File: src/hw/cache_ri_pkg.sv
`default_nettype none

package cache_ri_pkg;

  // ~~~~~~~~~~~~~~~~~~~~~~~~~~~~~~~~~~~~~~~~~~~~~~~~~~~~~~~~~~~~
  // Cache geometry.
  // ~~~~~~~~~~~~~~~~~~~~~~~~~~~~~~~~~~~~~~~~~~~~~~~~~~~~~~~~~~~~
  localparam int num_ways         = 4;
  localparam int way_bits         = $clog2(num_ways);
  localparam int line_words       = 16;
  localparam int word_bits        = $clog2(line_words);
  localparam int line_offset_bits = 6;
  localparam int burst_count_bits = 5;

  typedef logic [way_bits-1:0] way_t;

  typedef enum logic [1:0] {
    rw_nop   = 2'd0,
    rw_io    = 2'd1,
    rw_evict = 2'd2
  } rw_op_e;

  typedef enum logic [2:0] {
    st_idle      = 3'd0,
    st_io_read   = 3'd1,
    st_io_write  = 3'd2,
    st_tag_read  = 3'd3,
    st_writeback = 3'd4,
    st_done      = 3'd5
  } ctrl_state_e;

  // ~~~~~~~~~~~~~~~~~~~~~~~~~~~~~~~~~~~~~~~~~~~~~~~~~~~~~~~~~~~~
  // Request, lookup result and bus command.
  // ~~~~~~~~~~~~~~~~~~~~~~~~~~~~~~~~~~~~~~~~~~~~~~~~~~~~~~~~~~~~
  typedef struct packed {
    logic [31:0] address;
    logic [3:0]  byte_enable;
    logic        read;
    logic        write;
    logic [31:0] write_data;
  } rw_req_t;

  typedef struct packed {
    logic hit;
    way_t hit_way;
    logic has_free;
    way_t free_way;
  } lookup_t;

  typedef struct packed {
    logic [31:0]                 address;
    logic [3:0]                  byte_enable;
    logic                        read;
    logic                        write;
    logic [31:0]                 write_data;
    logic                        begin_burst;
    logic [burst_count_bits-1:0] burst_count;
  } av_cmd_t;

endpackage

`default_nettype wire

File: src/hw/cache_ri_cmd_fifo.sv
`timescale 1ns/1ps
`default_nettype none

module cache_ri_cmd_fifo #(
  parameter int fifo_depth = 2
) (
  input  wire                         clk,
  input  wire                         rest,
  input  wire                         push,
  input  wire cache_ri_pkg::av_cmd_t  push_cmd,
  input  wire                         pop,
  output cache_ri_pkg::av_cmd_t       head,
  output logic                        empty,
  output logic                        full
);

  import cache_ri_pkg::*;

  localparam int ptr_bits   = (fifo_depth > 1) ? $clog2(fifo_depth) : 1;
  localparam int count_bits = $clog2(fifo_depth + 1);

  av_cmd_t               mem [fifo_depth];
  logic [ptr_bits-1:0]   rd_ptr;
  logic [ptr_bits-1:0]   wr_ptr;
  logic [count_bits-1:0] count;
  logic                  do_write;
  logic                  do_read;

  function automatic logic [ptr_bits-1:0] next_ptr(input logic [ptr_bits-1:0] ptr);
    if (ptr == ptr_bits'(fifo_depth - 1)) begin
      return '0;
    end
    return ptr + 1'b1;
  endfunction

  assign empty = (count == '0);
  assign full  = (count == count_bits'(fifo_depth));

  // Push and pop on an empty FIFO pass the command straight through.
  assign do_write = push && !(empty && pop);
  assign do_read  = pop && !empty;

  always_comb begin
    if (!empty) begin
      head = mem[rd_ptr];
    end else if (push) begin
      head = push_cmd;
    end else begin
      head = '0;
    end
  end

  always_ff @(posedge clk or negedge rest) begin
    if (!rest) begin
      rd_ptr <= '0;
      wr_ptr <= '0;
      count  <= '0;
    end else begin
      if (do_write) begin
        wr_ptr <= next_ptr(wr_ptr);
      end
      if (do_read) begin
        rd_ptr <= next_ptr(rd_ptr);
      end
      case ({do_write, do_read})
        2'b10:   count <= count + 1'b1;
        2'b01:   count <= count - 1'b1;
        default: count <= count;
      endcase
    end
  end

  always_ff @(posedge clk) begin
    if (do_write) begin
      mem[wr_ptr] <= push_cmd;
    end
  end

  assert property (@(posedge clk) disable iff (!rest) push |-> !full)
    else $error("Command pushed into a full FIFO.");

  assert property (@(posedge clk) disable iff (!rest) (pop && empty) |-> push)
    else $error("Command popped from an empty FIFO.");

endmodule

`default_nettype wire

File: src/hw/cache_ri_way_select.sv
`timescale 1ns/1ps
`default_nettype none

module cache_ri_way_select #(
  parameter int set_bits = 5
) (
  input  wire                         clk,
  input  wire                         rest,
  input  wire                         start,
  input  wire cache_ri_pkg::lookup_t  lookup,
  input  wire [set_bits-1:0]          set_index,
  output cache_ri_pkg::way_t          way
);

  import cache_ri_pkg::*;

  localparam int num_sets = 2 ** set_bits;

  // One round-robin counter per set.
  way_t [num_sets-1:0] rr_cnt;
  way_t                victim;
  logic                replace;

  assign replace = !lookup.hit && !lookup.has_free;

  always_comb begin
    if (lookup.hit) begin
      victim = lookup.hit_way;
    end else if (lookup.has_free) begin
      victim = lookup.free_way;
    end else begin
      victim = rr_cnt[set_index];
    end
  end

  always_ff @(posedge clk or negedge rest) begin
    if (!rest) begin
      way    <= '0;
      rr_cnt <= '0;
    end else if (start) begin
      way <= victim;
      // Counter wraps with the width of a way number.
      if (replace) begin
        rr_cnt[set_index] <= way_t'(rr_cnt[set_index] + 1'b1);
      end
    end
  end

endmodule

`default_nettype wire

File: src/hw/cache_ri_writeback.sv
`timescale 1ns/1ps
`default_nettype none

module cache_ri_writeback #(
  parameter int set_bits = 5
) (
  input  wire                                                 clk,
  input  wire                                                 rest,
  input  wire                                                 start,
  input  wire [31-cache_ri_pkg::line_offset_bits-set_bits:0]  victim_tag,
  input  wire [set_bits-1:0]                                  set_index,
  input  wire [31:0]                                          data_read_data,
  input  wire                                                 fifo_full,
  input  wire                                                 beat_accepted,
  output logic [set_bits+cache_ri_pkg::word_bits-1:0]         data_read_address,
  output logic                                                push,
  output cache_ri_pkg::av_cmd_t                               push_cmd,
  output logic                                                finish
);

  import cache_ri_pkg::*;

  localparam logic [word_bits-1:0] last_word = word_bits'(line_words - 1);

  logic                 active;
  logic                 rd_on;
  logic [word_bits-1:0] rd_cnt;
  logic [word_bits-1:0] push_cnt;
  logic [word_bits-1:0] acc_cnt;
  logic                 rd_en;
  logic                 ram_valid;
  logic                 hold_valid;
  logic                 load_hold;
  logic [31:0]          hold_word;

  // ~~~~~~~~~~~~~~~~~~~~~~~~~~~~~~~~~~~~~~~~~~~~~~~~~~~~~~~~~~~~
  // Data RAM reads and the hold slot.
  // ~~~~~~~~~~~~~~~~~~~~~~~~~~~~~~~~~~~~~~~~~~~~~~~~~~~~~~~~~~~~
  assign rd_en             = rd_on && !fifo_full;
  assign data_read_address = {set_index, rd_cnt};

  // A returned word waits here when the FIFO cannot take it.
  assign load_hold = ram_valid && (fifo_full || hold_valid);
  assign push      = (hold_valid || ram_valid) && !fifo_full;

  always_comb begin
    push_cmd             = '0;
    push_cmd.address     = {victim_tag, set_index, push_cnt,
                            {(line_offset_bits - word_bits){1'b0}}};
    push_cmd.byte_enable = 4'hf;
    push_cmd.write       = 1'b1;
    push_cmd.write_data  = hold_valid ? hold_word : data_read_data;
    push_cmd.begin_burst = (push_cnt == '0);
    push_cmd.burst_count = burst_count_bits'(line_words);
  end

  // ~~~~~~~~~~~~~~~~~~~~~~~~~~~~~~~~~~~~~~~~~~~~~~~~~~~~~~~~~~~~
  // Beat counters.
  // ~~~~~~~~~~~~~~~~~~~~~~~~~~~~~~~~~~~~~~~~~~~~~~~~~~~~~~~~~~~~
  always_ff @(posedge clk or negedge rest) begin
    if (!rest) begin
      active     <= 1'b0;
      rd_on      <= 1'b0;
      rd_cnt     <= '0;
      push_cnt   <= '0;
      acc_cnt    <= '0;
      ram_valid  <= 1'b0;
      hold_valid <= 1'b0;
      finish     <= 1'b0;
    end else begin
      ram_valid  <= rd_en;
      hold_valid <= load_hold || (hold_valid && fifo_full);
      finish     <= active && beat_accepted && (acc_cnt == last_word);
      if (start) begin
        active   <= 1'b1;
        rd_on    <= 1'b1;
        rd_cnt   <= '0;
        push_cnt <= '0;
        acc_cnt  <= '0;
      end else begin
        if (rd_en) begin
          rd_cnt <= rd_cnt + 1'b1;
          if (rd_cnt == last_word) begin
            rd_on <= 1'b0;
          end
        end
        if (push) begin
          push_cnt <= push_cnt + 1'b1;
        end
        if (active && beat_accepted) begin
          acc_cnt <= acc_cnt + 1'b1;
          if (acc_cnt == last_word) begin
            active <= 1'b0;
          end
        end
      end
    end
  end

  always_ff @(posedge clk) begin
    if (load_hold) begin
      hold_word <= data_read_data;
    end
  end

  assert property (@(posedge clk) disable iff (!rest) start |-> !active)
    else $error("Write-back started during an active burst.");

endmodule

`default_nettype wire

File: src/hw/cache_ri_ctrl.sv
`timescale 1ns/1ps
`default_nettype none

module cache_ri_ctrl #(
  parameter int set_bits = 5
) (
  input  wire                                                  clk,
  input  wire                                                  rest,
  input  wire cache_ri_pkg::rw_op_e                            rw_cmd,
  input  wire cache_ri_pkg::rw_req_t                           rw_req,
  input  wire [31:0]                                           tag_read_data,
  input  wire                                                  av_accepted,
  input  wire                                                  av_read_data_valid,
  input  wire                                                  wb_finish,
  output logic                                                 rw_busy,
  output logic                                                 rw_done,
  output logic [set_bits-1:0]                                  set_index,
  output logic [31-cache_ri_pkg::line_offset_bits-set_bits:0]  victim_tag,
  output logic                                                 io_push,
  output cache_ri_pkg::av_cmd_t                                io_cmd,
  output logic                                                 way_start,
  output logic                                                 wb_start
);

  import cache_ri_pkg::*;

  localparam int tag_bits = 32 - line_offset_bits - set_bits;

  ctrl_state_e state;
  rw_req_t     req_q;
  logic        tag_phase;
  logic        accept;
  logic        dirty;

  assign accept    = (state == st_idle) && (rw_cmd inside {rw_io, rw_evict});
  assign way_start = (state == st_idle) && (rw_cmd == rw_evict);
  assign rw_busy   = (state != st_idle);
  assign dirty     = tag_read_data[tag_bits];

  // Way selection needs the set while the strobe is still up.
  assign set_index = (state == st_idle) ? rw_req.address[line_offset_bits +: set_bits]
                                        : req_q.address[line_offset_bits +: set_bits];

  always_comb begin
    io_cmd             = '0;
    io_cmd.address     = req_q.address;
    io_cmd.byte_enable = req_q.byte_enable;
    io_cmd.read        = req_q.read;
    io_cmd.write       = req_q.write;
    io_cmd.write_data  = req_q.write_data;
    io_cmd.burst_count = burst_count_bits'(1);
  end

  always_comb begin
    case (state)
      st_io_read:   rw_done = av_read_data_valid;
      st_io_write:  rw_done = av_accepted;
      st_writeback: rw_done = wb_finish;
      st_done:      rw_done = 1'b1;
      default:      rw_done = 1'b0;
    endcase
  end

  // ~~~~~~~~~~~~~~~~~~~~~~~~~~~~~~~~~~~~~~~~~~~~~~~~~~~~~~~~~~~~
  // Request FSM.
  // ~~~~~~~~~~~~~~~~~~~~~~~~~~~~~~~~~~~~~~~~~~~~~~~~~~~~~~~~~~~~
  always_ff @(posedge clk or negedge rest) begin
    if (!rest) begin
      state     <= st_idle;
      tag_phase <= 1'b0;
      io_push   <= 1'b0;
      wb_start  <= 1'b0;
    end else begin
      io_push  <= 1'b0;
      wb_start <= 1'b0;
      case (state)
        st_idle: begin
          tag_phase <= 1'b0;
          if (rw_cmd == rw_io) begin
            state   <= rw_req.read ? st_io_read : st_io_write;
            io_push <= 1'b1;
          end else if (rw_cmd == rw_evict) begin
            state <= st_tag_read;
          end
        end
        st_io_read: begin
          if (av_read_data_valid) begin
            state <= st_idle;
          end
        end
        st_io_write: begin
          if (av_accepted) begin
            state <= st_idle;
          end
        end
        st_tag_read: begin
          // Tag word arrives one cycle after the set is presented.
          tag_phase <= 1'b1;
          if (tag_phase) begin
            if (dirty) begin
              state    <= st_writeback;
              wb_start <= 1'b1;
            end else begin
              state <= st_done;
            end
          end
        end
        st_writeback: begin
          if (wb_finish) begin
            state <= st_idle;
          end
        end
        default: state <= st_idle;
      endcase
    end
  end

  always_ff @(posedge clk) begin
    if (accept) begin
      req_q <= rw_req;
    end
    if ((state == st_tag_read) && tag_phase) begin
      victim_tag <= tag_read_data[tag_bits-1:0];
    end
  end

  assert property (@(posedge clk) disable iff (!rest) rw_busy |-> (rw_cmd == rw_nop))
    else $error("Request strobe while busy.");

endmodule

`default_nettype wire

File: src/hw/cache_ri.sv
`timescale 1ns/1ps
`default_nettype none

module cache_ri #(
  parameter int set_bits   = 5,
  parameter int fifo_depth = 2
) (
  input  wire                                          clk,
  input  wire                                          rest,
  input  wire cache_ri_pkg::rw_op_e                    rw_cmd,
  input  wire cache_ri_pkg::rw_req_t                   rw_req,
  input  wire cache_ri_pkg::lookup_t                   rw_lookup,
  input  wire [31:0]                                   tag_read_data,
  input  wire [31:0]                                   data_read_data,
  input  wire                                          av_wait_request,
  input  wire [31:0]                                   av_read_data,
  input  wire                                          av_read_data_valid,
  output logic                                         rw_busy,
  output logic                                         rw_done,
  output logic [31:0]                                  rw_rsp_data,
  output cache_ri_pkg::way_t                           tag_channel,
  output logic [set_bits-1:0]                          tag_read_address,
  output cache_ri_pkg::way_t                           data_channel,
  output logic [set_bits+cache_ri_pkg::word_bits-1:0]  data_read_address,
  output cache_ri_pkg::av_cmd_t                        av_cmd
);

  import cache_ri_pkg::*;

  localparam int tag_bits = 32 - line_offset_bits - set_bits;

  logic [set_bits-1:0] set_index;
  logic [tag_bits-1:0] victim_tag;
  way_t                way;
  logic                way_start;
  logic                wb_start;
  logic                wb_finish;
  logic                io_push;
  logic                wb_push;
  logic                fifo_push;
  av_cmd_t             io_cmd;
  av_cmd_t             wb_cmd;
  av_cmd_t             fifo_cmd;
  logic                fifo_empty;
  logic                fifo_full;
  logic                av_accepted;

  assign av_accepted      = (av_cmd.read || av_cmd.write) && !av_wait_request;
  assign fifo_push        = io_push || wb_push;
  assign fifo_cmd         = wb_push ? wb_cmd : io_cmd;
  assign rw_rsp_data      = av_read_data;
  assign tag_channel      = way;
  assign data_channel     = way;
  assign tag_read_address = set_index;

  cache_ri_ctrl #(
    .set_bits (set_bits)
  ) i_ctrl (
    .clk                (clk),
    .rest               (rest),
    .rw_cmd             (rw_cmd),
    .rw_req             (rw_req),
    .tag_read_data      (tag_read_data),
    .av_accepted        (av_accepted),
    .av_read_data_valid (av_read_data_valid),
    .wb_finish          (wb_finish),
    .rw_busy            (rw_busy),
    .rw_done            (rw_done),
    .set_index          (set_index),
    .victim_tag         (victim_tag),
    .io_push            (io_push),
    .io_cmd             (io_cmd),
    .way_start          (way_start),
    .wb_start           (wb_start)
  );

  cache_ri_way_select #(
    .set_bits (set_bits)
  ) i_way_select (
    .clk       (clk),
    .rest      (rest),
    .start     (way_start),
    .lookup    (rw_lookup),
    .set_index (set_index),
    .way       (way)
  );

  cache_ri_writeback #(
    .set_bits (set_bits)
  ) i_writeback (
    .clk               (clk),
    .rest              (rest),
    .start             (wb_start),
    .victim_tag        (victim_tag),
    .set_index         (set_index),
    .data_read_data    (data_read_data),
    .fifo_full         (fifo_full),
    .beat_accepted     (av_accepted),
    .data_read_address (data_read_address),
    .push              (wb_push),
    .push_cmd          (wb_cmd),
    .finish            (wb_finish)
  );

  cache_ri_cmd_fifo #(
    .fifo_depth (fifo_depth)
  ) i_cmd_fifo (
    .clk      (clk),
    .rest     (rest),
    .push     (fifo_push),
    .push_cmd (fifo_cmd),
    .pop      (av_accepted),
    .head     (av_cmd),
    .empty    (fifo_empty),
    .full     (fifo_full)
  );

  assert property (@(posedge clk) disable iff (!rest) !(io_push && wb_push))
    else $error("IO and write-back pushed in the same cycle.");

  // Every request drains the bus queue by the time it completes.
  assert property (@(posedge clk) disable iff (!rest) rw_done |=> fifo_empty)
    else $error("Commands left queued after completion.");

endmodule

`default_nettype wire

File: config.mk
export PLATFORM = sky130hd
export DESIGN_NAME = cache_ri
export DESIGN_NICKNAME = d
export VERILOG_FILES = /design/src/hw/cache_ri_pkg.sv /design/src/hw/cache_ri_cmd_fifo.sv /design/src/hw/cache_ri_way_select.sv /design/src/hw/cache_ri_writeback.sv /design/src/hw/cache_ri_ctrl.sv /design/src/hw/cache_ri.sv
export SDC_FILE = /design/constraint.sdc
export NUM_CORES = 1
export LEC_CHECK = 0
export BUFFER_PORTS_ARGS = -buffer_cell sky130_fd_sc_hd__buf_2
export CORE_ASPECT_RATIO = 1.2
export CORE_MARGIN = 2
export CORE_UTILIZATION = 30
export CTS_BUF_LIST = sky130_fd_sc_hd__clkbuf_4
export DETAILED_ROUTE_END_ITERATION = 6
export PLACE_DENSITY = 0.48
export RECOVER_POWER = 25
export SLEW_MARGIN = 20
export SYNTH_ARGS = -nofsm -noshare
export SYNTH_HDL_FRONTEND = slang
export SYNTH_SLANG_ARGS = --single-unit
export TNS_END_PERCENT = 20
File: constraint.sdc
create_clock -name clk -period 9.69 [get_ports clk]
set_input_delay 0.969 -clock clk [delete_from_list [all_inputs] [get_ports clk]]
set_output_delay 0.969 -clock clk [all_outputs]
set_load 0.005 [all_outputs]
## Word-level counts from Yosys, hierarchy flattened

Memory sizes are Yosys's and may differ from the RTL's.
Index checks and enable logic that the tools add are counted.

- Register bits after elaboration: 216
- Output and inout bits: 128
- Memory bits (writable): 152
- Input bits: 178
- Memories kept: 1

Memory list:

| memory | depth | bits a word | rd ports | clocked after memory_dff | wr ports | RTL line | RTL |
|---|---|---|---|---|---|---|---|
| i_cmd_fifo.mem | 2 | 76 | 1 | 0 | 1 | cache_ri_cmd_fifo.sv:22 | `av_cmd_t mem [fifo_depth];` |

- Order comparisons: 2
- Mux-type cells: 51
- Equal/unequal tests: 17
- Reductions and logical operators: 42
- Add/sub/neg operators: 8

Operators with widths:

| kind | number |
|---|---|
| $mux 76 | 3 |
| $bwmux 64 | 1 |
| $mux 32 | 1 |
| $mux 4 | 6 |
| $mux 1 | 22 |
| $mux 3 | 6 |
| $reduce_bool 2->1 | 8 |
| $logic_and 1x1->1 | 15 |
| $pmux 3 s5 | 1 |
| $add 4x1->4 const B | 3 |
| $bmux 2 s5 | 1 |
| $demux 2 s5 | 1 |
| $mux 2 | 5 |
| $eq 4x4->1 const B | 2 |
| $eq 2x2->1 const B | 3 |
| $eq 3x2->1 const B | 2 |
| $eq 3x3->1 const B | 2 |
| $logic_not 1->1 | 6 |
| $lt 5x6->1 const B | 1 |
| $ne 2x1->1 const B | 3 |
| $reduce_and 2->1 | 3 |
| $ge 5x1->1 const B | 1 |
| $logic_or 1x1->1 | 5 |
| $mux 5 | 1 |
| other kinds (15) | 18 |

## Longest topological paths before layout

- Word-level depth: 13
- Gate-level depth with buffers: 13

## Modules after synthesis

A second synthesis with hierarchy kept.

- Cells, all modules: 1200
- Area, all modules: 17266.6 um^2

Modules (own cells, without submodules):

| module | area each (um^2) | cells each | times used |
|---|---|---|---|
| cache_ri_cmd_fifo | 6623.9 | 432 | 1 |
| cache_ri_way_select | 3624.7 | 300 | 1 |
| cache_ri_ctrl | 3230.6 | 159 | 1 |
| cache_ri_writeback | 2474.9 | 188 | 1 |
| cache_ri | 1312.5 | 121 | 1 |

## Least setup slack after synthesis

Ideal clock, no wire load.

- Path type: flip-flop to flip-flop
- Start: register i_writeback.hold_valid
- End: memory i_cmd_fifo.mem[0][0] (netlist name), enable pin
- Setup slack: 4317 ps
- Clock period less this slack: 5373 ps
- Arrival: 4868 ps
- Cell stages (with the launch flop): 9
- Setup time: 505 ps
- Cell sequence: dfrtp_1 > clkbuf_1 > or2_2 > o21ai_0 > o22a_1 > a21oi_1 > nand2_1 > o21ai_0 > nor2_1

- Longest elaborated chain between the ends: 12

RTL lines:

| element | RTL line | RTL |
|---|---|---|
| from (decl) | cache_ri_writeback.sv:32 | `logic hold_valid;` |
| from (signal assigned) | cache_ri_writeback.sv:72 | `hold_valid <= load_hold \|\| (hold_valid && fifo_full);` |
| $logic_or 1x1->1 * | cache_ri_writeback.sv:44 | `assign push = (hold_valid \|\| ram_valid) && !fifo_full;` |
| $logic_and 1x1->1 * | cache_ri_writeback.sv:44 |  |
| $mux 76 / $logic_or 1x1->1 (equally long branches) | cache_ri.sv:50, cache_ri.sv:49 |  |
| $mux 76 | cache_ri_cmd_fifo.sv:46 | `end else if (push) begin` |
| $mux 76 | cache_ri_cmd_fifo.sv:44 | `if (!empty) begin` |
| $logic_or 1x1->1 | cache_ri.sv:48 | `assign av_accepted = (av_cmd.read \|\| av_cmd.write) && !av_wait_request;` |
| $logic_and 1x1->1 | cache_ri.sv:48 |  |
| $logic_and 1x1->1 | cache_ri_cmd_fifo.sv:40 | `assign do_write = push && !(empty && pop);` |
| $logic_not 1->1 | cache_ri_cmd_fifo.sv:40 |  |
| $logic_and 1x1->1 * | cache_ri_cmd_fifo.sv:40 |  |
| $mux 1 * | cache_ri_cmd_fifo.sv:74 | `if (do_write) begin` |
| $mux 1 (not written as such) * | cache_ri_cmd_fifo.sv:75 | `mem[wr_ptr] <= push_cmd;` |
| to (decl) | cache_ri_cmd_fifo.sv:22 |  |

Mark *: on every way between the ends. The rest lies on a longest branch, timed or not.

==> impl_metrics.py <==
metrics = {
    "outcome": {
        "status": "finished, violations left",
        "violations": "max-capacitance violations, max-slew violations",
    },
    "timing": {
        "skew_ps": 47.14,
        "hold_viol": 0,
        "clock.fmax_ghz": 0.1788,
        "rsz0062_at_grt": "false",
        "min_period_ps": 5594,
        "tightest_slew_ps": 3106,
        "tns_ps": 0,
        "slew_headroom": -1.071,
        "fin_crit_sh": 0.5772,
        "setup_violations": 0,
        "maxSlewViolCount": 90,
    },
    "route": {
        "ant_nets": 0,
        "vias": 11510,
        "drc": 0,
        "wire_per_inst_um": 19.86,
        "viasPerCell": 4.887,
        "drt_wl_total_mm": 46.79,
        "drtIter0Drc": 684,
        "firstDrtPassIters": 5,
    },
    "yosys": {
        "synth_cells": 1324,
        "ys.flop_type": "edfxtp_1",
        "yosys.area.top_type": "edfxtp_1",
        "synthTopCellsByArea": "edfxtp_1, dfrtp_1, mux2i_1, o21ai_0, o211ai_2",
        "synth_area_um2": 17150,
        "yosysTopAreaCellShare": 0.4711,
        "syn_avg_cell_area_um2": 12.95,
        "synth-edff-count": 269,
        "ys_ff_latch": 362,
        "synth.distinct_cells": 70,
        "yosys_warnings": 0,
        "synth-seq-area-share": 0.6068,
        "async_reset_ff_frac": 0.2569,
    },
    "clocking": {
        "clk_pin_slew_worst_paths_ps": 70,
        "clock_path_buffers": 3,
        "clock_latency_ps": 830,
        "cts_inserted_buffers": 99,
        "cts_hold_buf": 1,
        "h-tree-depth": 3,
        "cts-resized-gates": 0,
        "post_cts_buffers": 0,
        "ctsRootBufferMaster": "clkbuf_4",
        "cts_tree": "yes",
        "clkSinkCount": 362,
    },
    "finish": {
        "multi_input_comb_area_um2": 5752,
        "area_growth_pct": 16.15,
        "drive_gt1_frac": 0.3045,
        "fill_cells": 5719,
        "finalNonFillerCells": 2356,
        "fin_nets": 1724,
        "seq_area_um2": 10410,
    },
    "placement": {
        "port-buffer-count": 228,
        "dp_hpwl_mm": 29.21,
        "placed_cells_incl_taps": 2171,
        "gp_congestion": 0.7731,
    },
    "worst_setup_path": {
        "arrival_ps": 5810,
        "rrSetupSlack_ps": 5120,
        "timing.rr.end": "i_way_select.rr_cnt[7]",
        "critPathCapture": "i_way_select.rr_cnt[60]",
        "rr_worst_depth": 9,
        "critical_path_class": "in -> async",
        "startpoint": "rest",
        "cp_max_fo": 53,
        "cp-start-kind": "primary input",
        "required_ps": 9910,
        "crit-reg2reg-launch": "i_ctrl.state[1]",
        "end_kind": "async pin",
    },
    "floorplanning": {
        "num_rows": 96,
        "core-area_um2": 56810,
        "start_util": 0.3018,
        "die_area_um2": 59100,
        "die_h_um": 265.9,
        "ios": 306,
        "die_w_um": 222.3,
    },
    "global_route": {
        "grt_pass1_vias": 12080,
        "met2_usage": 0.2725,
        "grt_overflow": 0,
        "met3_usage": 0.04058,
        "grt_max_degree": 85,
        "busiest_layer": "met2",
        "antenna_found_initial": 2,
        "grt_use_met1": 0.1859,
        "grt_pass1_wl_mm": 71.39,
        "track_usage": 0.1572,
    },
    "min_path": {
        "hold_path.class": "in -> reg",
    },
    "pwr": {
        "power_density_nw_per_um2": 342.1,
        "fin_total_pwr_mw": 6.814,
        "p_leak_nw": 7.830,
        "vdd_drop_max_uv": 226.8,
    },
    "flow_run": {
        "maxCapViolCount": 2,
    },
}
-- worst min-delay path by stage --
| stage | startpoint | end | slack [ps] | depth (start not counted) |
|---|---|---|---|---|
| 4_1_cts | rw_req[12] | i_ctrl.io_cmd[18] | 190 | 1 |
| 2_1_floorplan | i_writeback.rd_on | i_writeback.rd_on | 440 | 1 |
| 3_3_place_gp | i_writeback.rd_on | i_writeback.rd_on | 450 | 1 |
| 6_report | rw_req[12] | i_ctrl.io_cmd[18] | 320 | 1 |
| 3_5_place_dp | i_writeback.rd_on | i_writeback.rd_on | 460 | 1 |
| 5_1_grt | rw_req[34] | i_ctrl.io_cmd[40] | 210 | 1 |
-- cells by family (layout without fill, tap and decap cells) --
family                     count (synthesis)  in the layout  synth area share
buffers and inverters                    207            497           0.06195
other                                      1              8         0.0002187
xor gates and xnor gates                  14             14          0.007151
AOI/OAI and AO/OA                        249            249            0.1148
adders and majority gates                  8              8          0.005691
DFF                                      362            362            0.6068
and+or+nand+nor                          289            289           0.08391
muxes                                    194            194            0.1195
-- report_power, final --
part	switching [mW]	total [mW]	internal, mW
combinational	1.84	2.76	0.916
clock	0.655	1.42	0.762
sequential	0.243	2.64	2.40
total	2.74	6.81	4.07
-- cells in the final DEF (no fill, tap or decap), types with 11 or more instances in the layout --
master / count
nand3_1: 45
inv_1: 67
nand2_1: 58
dfrtp_1: 91
o21ai_0: 95
buf_2: 194
mux2_2: 36
clkbuf_1: 38
a21oi_1: 11
clkbuf_4: 151
mux2i_1: 153
o211ai_2: 37
nor2_1: 79
nand2b_1: 38
clkinv_1: 19
o221ai_2: 23
buf_4: 16
o22ai_1: 37
edfxtp_1: 269
-- Yosys cell counts (5+ instances only) --
cell and n:
a211oi_1 7, a21oi_1 11, a31oi_1 5, and2_1 5
and3_1 7, buf_1 16, buf_2 16, buf_4 47
buf_6 8, clkbuf_1 49, dfrtp_1 93, edfxtp_1 269
ha_1 7, inv_1 67, mux2_2 36, mux2i_1 153
nand2_1 59, nand2b_1 38, nand3_1 45, nand3b_1 6
nand4_1 7, nor2_1 83, nor2b_1 9, nor3_1 8
o211ai_2 37, o21ai_0 96, o221ai_2 23, o22ai_1 37
xnor2_1 5, xor2_1 9
-- registers in the layout (all words and copies together) (netlist names), 2 cells and up --
name                   count
i_cmd_fifo.count           2
i_cmd_fifo.mem           146
i_ctrl.io_cmd             70
i_ctrl.state               3
i_ctrl.victim_tag         21
i_way_select.rr_cnt       64
i_way_select.way           2
i_writeback.acc_cnt        4
i_writeback.hold_word     32
i_writeback.push_cnt       4
i_writeback.rd_cnt         4
-- stage by stage --
step	hold WS [ps]	utilization	cell area, µm²	setup slack (ps)
3_3_place_gp	451.0	0.3280	18640	4864
4_1_cts	188.0	0.3513	19960	4594
2_1_floorplan	441.2	-	17160	4317
3_5_place_dp	463.5	0.3281	18640	4813
6_report	316.9	0.3506	19920	4097
5_1_grt	213.3	0.3506	19920	3073
-- layer usage --
layer  vias to the layer above  wire, µm
met4                         0      1083
met1                      5760     19410
li1                       5361         -
met2                       322     23660
met5                         -         0
met3                        70      2637
-- worst max-delay path, stage by stage --
cell and delay (ps):
dlygate4sd3_1 520, clkbuf_1 1060, clkbuf_1 940, clkbuf_1 2260
-- area by class of cell --
cell class / instances / area share
Tap cell: 735 / 0.04617
Antenna cell: 5 / 0.0006282
Inverter: 70 / 0.01382
Timing Repair Buffer: 249 / 0.06244
Clock buffer: 151 / 0.05692
Multi-Input combinational cell: 757 / 0.2888
Sequential cell: 362 / 0.5227
Clock inverter: 27 / 0.008544
Power figures use the tool's default switching activity.
